`config.mk`:
```
export PLATFORM = sky130hd
export DESIGN_NAME = lane_reorder
export DESIGN_NICKNAME = d
export VERILOG_FILES = /design/src/rtl/ecc_mem_pkg.sv /design/src/rtl/lane_reorder.sv
export SDC_FILE = /design/constraint.sdc
export NUM_CORES = 1
export LEC_CHECK = 0
export ABC_AREA = 0
export BUFFER_PORTS_ARGS = -buffer_cell sky130_fd_sc_hd__buf_2
export CAP_MARGIN = 15
export CORE_AREA = 2 2 420 422
export DETAILED_ROUTE_END_ITERATION = 6
export DIE_AREA = 0 0 422 424
export GPL_TIMING_DRIVEN = 0
export PLACE_DENSITY = 0.3
export SLEW_MARGIN = 20
export SYNTH_ARGS = -nofsm -noshare
export SYNTH_HDL_FRONTEND = slang
export SYNTH_SLANG_ARGS = --single-unit
```
`constraint.sdc`:
```
create_clock -name clk_i -period 7.9 [get_ports clk_i]
set_clock_uncertainty 0.2 [all_clocks]
set_input_delay 0.395 -clock clk_i [delete_from_list [all_inputs] [get_ports clk_i]]
set_output_delay 0.395 -clock clk_i [all_outputs]
set_load 0.05 [all_outputs]
```
`src/rtl/ecc_mem_pkg.sv`:
```
/* shared widths, the request opcode and the SEC-DED Hamming code helpers
   for the interleaved ECC memory; referenced by scoped names only */
package ecc_mem_pkg;

  localparam int unsigned NB_BANKS = 8;
  localparam int unsigned NB_LANES = 4;
  localparam int unsigned LANE_W   = 2;
  localparam int unsigned WORD_W   = 32;
  localparam int unsigned ECC_W    = 7;
  localparam int unsigned ROW_W    = 6;
  localparam int unsigned OFFSET_W = 3;
  localparam int unsigned ADDR_W   = 11;
  localparam int unsigned WIDE_W   = 128;

  // meaning of the tcdm wen bit
  typedef enum logic {
    OP_WRITE = 1'b0,
    OP_READ  = 1'b1
  } tcdm_op_e;

  // codeword position (1..38) of data bit idx
  // powers of two are left free for the check bits
  function automatic logic [5:0] ecc_pos(input int unsigned idx);
    logic [5:0]  pos;
    int unsigned cnt;
    pos = '0;
    cnt = 0;
    for (int unsigned p = 3; p < 39; p++) begin
      if ((p & (p - 1)) != 0) begin
        if (cnt == idx) begin
          pos = 6'(p);
        end
        cnt++;
      end
    end
    return pos;
  endfunction

  // check bit k covers every data bit whose position has bit k set
  // bit 6 makes the parity over data and code even
  function automatic logic [ECC_W-1:0] ecc_encode(input logic [WORD_W-1:0] data);
    logic [ECC_W-1:0] code;
    logic [5:0]       pos;
    code = '0;
    for (int unsigned i = 0; i < WORD_W; i++) begin
      pos = ecc_pos(i);
      for (int unsigned k = 0; k < 6; k++) begin
        if (pos[k]) begin
          code[k] = code[k] ^ data[i];
        end
      end
    end
    code[6] = ^{data, code[5:0]};
    return code;
  endfunction

  // bits 5:0 point at the flipped position, bit 6 is the overall parity
  // odd parity means a single error, even parity with a nonzero pointer a double
  function automatic logic [ECC_W-1:0] ecc_syndrome(input logic [WORD_W-1:0] data,
                                                    input logic [ECC_W-1:0]  ecc);
    logic [ECC_W-1:0] calc;
    logic [ECC_W-1:0] syn;
    calc      = ecc_encode(data);
    syn[5:0]  = calc[5:0] ^ ecc[5:0];
    syn[6]    = ^{data, ecc};
    return syn;
  endfunction

endpackage

```
`src/rtl/lane_reorder.sv`:
```
/* rotates the four wide-port lanes onto the eight banks by bank offset and
   rotates the bank responses back into lane order one cycle later */
`timescale 1ns/1ps

module lane_reorder (
  input  logic                                                      clk_i,
  input  logic                                                      rst_ni,
  input  logic                                                      clear_i,
  input  logic [ecc_mem_pkg::OFFSET_W-1:0]                          offset_i,
  input  logic                                                      granted_i,
  input  logic [ecc_mem_pkg::NB_LANES-1:0]                          lane_req_i,
  input  ecc_mem_pkg::tcdm_op_e [ecc_mem_pkg::NB_LANES-1:0]         lane_wen_i,
  input  logic [ecc_mem_pkg::NB_LANES-1:0][ecc_mem_pkg::ROW_W-1:0]  lane_row_i,
  input  logic [ecc_mem_pkg::NB_LANES-1:0][ecc_mem_pkg::WORD_W-1:0] lane_data_i,
  input  logic [ecc_mem_pkg::NB_LANES-1:0][ecc_mem_pkg::ECC_W-1:0]  lane_ecc_i,
  output logic [ecc_mem_pkg::NB_LANES-1:0]                          lane_gnt_o,
  output logic [ecc_mem_pkg::NB_LANES-1:0]                          lane_r_valid_o,
  output logic [ecc_mem_pkg::NB_LANES-1:0][ecc_mem_pkg::WORD_W-1:0] lane_r_data_o,
  output logic [ecc_mem_pkg::NB_LANES-1:0][ecc_mem_pkg::ECC_W-1:0]  lane_r_ecc_o,
  output logic [ecc_mem_pkg::NB_LANES-1:0]                          lane_err_single_o,
  output logic [ecc_mem_pkg::NB_LANES-1:0]                          lane_err_double_o,
  output logic [ecc_mem_pkg::NB_BANKS-1:0]                          bank_req_o,
  output ecc_mem_pkg::tcdm_op_e [ecc_mem_pkg::NB_BANKS-1:0]         bank_wen_o,
  output logic [ecc_mem_pkg::NB_BANKS-1:0][ecc_mem_pkg::ROW_W-1:0]  bank_row_o,
  output logic [ecc_mem_pkg::NB_BANKS-1:0][ecc_mem_pkg::WORD_W-1:0] bank_data_o,
  output logic [ecc_mem_pkg::NB_BANKS-1:0][ecc_mem_pkg::ECC_W-1:0]  bank_ecc_o,
  input  logic [ecc_mem_pkg::NB_BANKS-1:0]                          bank_gnt_i,
  input  logic [ecc_mem_pkg::NB_BANKS-1:0]                          bank_r_valid_i,
  input  logic [ecc_mem_pkg::NB_BANKS-1:0][ecc_mem_pkg::WORD_W-1:0] bank_r_data_i,
  input  logic [ecc_mem_pkg::NB_BANKS-1:0][ecc_mem_pkg::ECC_W-1:0]  bank_r_ecc_i,
  input  logic [ecc_mem_pkg::NB_BANKS-1:0]                          bank_err_single_i,
  input  logic [ecc_mem_pkg::NB_BANKS-1:0]                          bank_err_double_i
);

  // offset of the request whose response is due this cycle
  logic [ecc_mem_pkg::OFFSET_W-1:0] offset_q;

  always_ff @(posedge clk_i or negedge rst_ni) begin
    if (!rst_ni) begin
      offset_q <= '0;
    end else if (clear_i) begin
      offset_q <= '0;
    end else if (granted_i) begin
      offset_q <= offset_i;
    end
  end

  // bank b serves lane (b - offset) mod 8, idle when that lane does not exist
  for (genvar b = 0; b < ecc_mem_pkg::NB_BANKS; b++) begin : gen_bank_side
    logic [ecc_mem_pkg::OFFSET_W-1:0] lane_idx;
    logic [ecc_mem_pkg::LANE_W-1:0]   lane_sel;

    assign lane_idx = ecc_mem_pkg::OFFSET_W'(b) - offset_i;
    assign lane_sel = lane_idx[ecc_mem_pkg::LANE_W-1:0];

    assign bank_req_o[b]  = (lane_idx < ecc_mem_pkg::NB_LANES) && lane_req_i[lane_sel];
    assign bank_wen_o[b]  = lane_wen_i[lane_sel];
    assign bank_row_o[b]  = lane_row_i[lane_sel];
    assign bank_data_o[b] = lane_data_i[lane_sel];
    assign bank_ecc_o[b]  = lane_ecc_i[lane_sel];
  end

  for (genvar l = 0; l < ecc_mem_pkg::NB_LANES; l++) begin : gen_lane_side
    logic [ecc_mem_pkg::OFFSET_W-1:0] req_bank;
    logic [ecc_mem_pkg::OFFSET_W-1:0] rsp_bank;

    // grant follows the live offset, responses the registered one
    assign req_bank = offset_i + ecc_mem_pkg::OFFSET_W'(l);
    assign rsp_bank = offset_q + ecc_mem_pkg::OFFSET_W'(l);

    assign lane_gnt_o[l]        = bank_gnt_i[req_bank];
    assign lane_r_valid_o[l]    = bank_r_valid_i[rsp_bank];
    assign lane_r_data_o[l]     = bank_r_data_i[rsp_bank];
    assign lane_r_ecc_o[l]      = bank_r_ecc_i[rsp_bank];
    assign lane_err_single_o[l] = bank_err_single_i[rsp_bank];
    assign lane_err_double_o[l] = bank_err_double_i[rsp_bank];
  end

endmodule

```
==> reports/results.tsv <==
stage	metric	value	unit
min_path	min-delay worst type	in -> reg	
clock_network	Clock Tree Root	clkbuf_16	
min_path	hold path cells	2	
worst_setup_path	Worst Path Required	7300	ps
finish	commonest cells after routing, fill and taps aside	buf_2 (1134), mux4_2 (400), mux2_2 (245), buf_4 (201), buf_6 (19)	
synthesis	top area cells in the synthesized netlist	mux4_2 (63%), mux2_2 (19%), buf_4 (10%), buf_2 (1.7%), buf_6 (1.5%)	
grt	GRT Util Overall	16.5	%
finish	share of layout cells above drive strength 1	96.6	%
floorplanning	Starting Density	8.22	%
clock_network	CTS tree	done	
sta	max_slew headroom	19.5	%
detailed_routing	# DRC	0	
floorplanning	die area	179000	µm²
floorplanning	chip width	422	µm
worst_setup_path	critical path, cell by cell	buf_2, buf_2, buf_2, buf_2, buf_2, inv_1, ha_1, buf_2, buf_2, buf_1, mux4_2, buf_4, buf_2	
synthesis	Seq cells post-synth	3	
power	pwr/cell area	155	nW/µm²
finish	Final nets	2631	
sta	minimum clock period	5760	ps
run	max cap viols	0	
finish	largest registers	offset_q (3)	
detailed_routing	drt wl/cell	35.1	µm
sta	setup TNS	0	ps
sta	period utilisation layout	72.9	%
status	outcome	complete, no violations	
sta	measured slew at the worst slew-check pin	1210	ps
worst_setup_path	Critical Path Source Type	primary input	
finish	FILL cells	20200	
clock_network	total CTS buffers	3	
synthesis	post-synth top area cell	mux4_2	
synthesis	Synth cell types	21	
sta	f_max	174	MHz
synthesis	synthesized area	14400	µm²
finish	Reg with most FFs	offset_q	
worst_setup_path	arrival time worst endpoint	5160	ps
sta	Final Setup Violations	0	
min_path	worst hold start	clear_i	
worst_setup_path	Worst Reg-to-Reg Cells	6	
floorplanning	row cnt	154	
grt	largest net degree at the start of global routing	11	
worst_setup_path	Worst path most repeated cell	buf_2	
detailed_routing	vias	17200	
sta	Hold Fails Final Rpt	0	
finish	register area	75.1	µm²
grt	first-pass GRT wire length	194000	µm
placement	Port Buffers	1085	
min_path	worst hold endpoint	offset_q[1]$_DFFE_PN0P_	
clock_network	clock sinks	3	
clock_network	Reg clk slew, reported paths	30	ps
worst_setup_path	crit-path max FO	10	
worst_setup_path	slowest CP cell	buf_1	
synthesis	Mapped Cells	995	
synthesis	sequential-to-total area share from yosys stat	0.522	%
clock_network	Clock Latency Late Sink	230	ps
worst_setup_path	worst r2r dst	offset_q[2]$_DFFE_PN0P_	
synthesis	Synth top area share	62.6	%
placement	routability congestion estimate	0.939	
sta	Final Max Slew Viols	0	
placement	DPL Wire Length	140000	µm
clock_network	post-CTS sizing	0	
detailed_routing	vias per cell	3.86	
synthesis	syn avg cell area	14.5	µm²
clock_network	CTS H-Tree Depth	1	
power	peak supply drop	0.0000836	V
floorplanning	core box area	175000	µm²
worst_setup_path	max incr delay on CP	940	ps
worst_setup_path	critical path class	in -> out	
grt	vias in the first global route	16500	
power	Overall Power	3.56	mW
sta	RSZ-0062 raised after global routing	no	
floorplanning	I/O Pins	1087	
synthesis	Syn Nets	1538	
detailed_routing	Post-Route WL	156000	µm
clock_network	clk buf depth	2	
finish	Largest register FFs	3	
grt	grt total ovfl	0	
grt	initial antenna violation count	127	
power	leakage power	9.25	nW
detailed_routing	ANT nets after route	0	
worst_setup_path	Critical Path Sink Type	primary output	
worst_setup_path	flop2flop setup slack	5650	ps
finish	Multi-input gate area	12200	µm²
detailed_routing	DRT iter0 DRCs	1431	
worst_setup_path	start of the worst register-to-register path	offset_q[2]$_DFFE_PN0P_	
finish	Layout area overhead	59.7	%
synthesis	YS warnings	0	
floorplanning	Die H	424	µm
detailed_routing	first drt pass iteration count	5	
finish	commonest non-fill, non-tap cell in the layout	buf_2	
cells by family (layout without fill, tap and decap cells):
logic type    Yosys count  in the layout  share of synthesized area (%)
simple gates           11             11                          0.426
buf+inv               307           1399                           14.7
fa+ha+maj               4              4                          0.348
other cells             0             30                              0
mux                   664            664                           83.6
flops                   3              3                          0.522
xor+xnor                6              6                          0.417
where the power goes:
| group | leakage (nW) | switching [mW] | internal (mW) |
|---|---|---|---|
| combinational | 9.17 | 2.43 | 1.03 |
| clock | 0.0383 | 0.0162 | 0.0668 |
| sequential | 0.0398 | 0.000574 | 0.0163 |
| total | 9.25 | 2.44 | 1.11 |
repair_timing:
item / CTS / global route
buffers inserted: 0 / 0
hold buffers: 1 / 0
endpoints found under the hold margin: 3 / 0
cell type report:
| class | instances | share of cell area (%) |
|---|---|---|
| Multi-Input combinational cell | 685 | 53.1 |
| Timing Repair Buffer | 1088 | 23.9 |
| Tap cell | 2340 | 12.7 |
| Buffer | 303 | 9.16 |
| Clock buffer | 4 | 0.343 |
| Sequential cell | 3 | 0.327 |
| Antenna cell | 30 | 0.327 |
| Inverter | 4 | 0.0653 |
routing by layer:
layer / routed length (µm) / global-route usage (%) / vias up
met3: 15200 / 5.48 / 197
met1: 64000 / 21.2 / 9316
met4: 1820 / 1.58 / 50
li1: - / - / 6409
met5: 305 / 0 / -
met2: 75100 / 27.7 / 1236
synthesized netlist by cell type:
| cell type | instances |
|---|---|
| clkinv_1 | 1 |
| inv_1 | 3 |
| buf_6 | 19 |
| mux2_1 | 10 |
| buf_1 | 12 |
| mux4_2 | 400 |
| buf_2 | 48 |
| nor2b_1 | 4 |
| nor2_1 | 3 |
| xor2_1 | 2 |
| dfrtp_1 | 3 |
| xnor2_2 | 1 |
| buf_4 | 201 |
| clkbuf_1 | 23 |
| mux2_4 | 3 |
| xnor2_1 | 3 |
| and2_1 | 4 |
| mux4_1 | 3 |
| ha_1 | 4 |
| mux2_2 | 245 |
| mux2i_1 | 3 |
through the flow:
step	worst slack (ps)	std cells	hold WS (ps)	instance area [µm²]	utilization [%]
after CTS	1960	4427	160	22900	13.1
final	2140	4457	157	23000	13.1
after floorplan	4230	995	-101	14400	-
after detailed placement	1970	4422	1.42	22800	13.0
after global placement	1990	4420	3.30	22700	13.0
after global routing	1930	4433	173	22900	13.1
critical path: cells and delay by family:
family	cells	cell delay (ps)
buffers and inverters	11	3890
multiplexers	1	540
adder cells (fa/ha/maj)	1	290
worst max path at each step:
stage | from | cells after the start | slack [ps] | end
2_1_floorplan | offset_i[0] | 11 | 4230 | bank_data_o[128]
3_3_place_gp | offset_i[0] | 13 | 1990 | bank_row_o[28]
3_5_place_dp | offset_i[0] | 13 | 1970 | bank_row_o[28]
4_1_cts | offset_i[0] | 13 | 1960 | bank_row_o[28]
5_1_grt | offset_i[0] | 13 | 1930 | bank_ecc_o[32]
6_report | offset_i[0] | 13 | 2140 | bank_ecc_o[32]
Note: power is estimated with default switching activity, not from simulation.
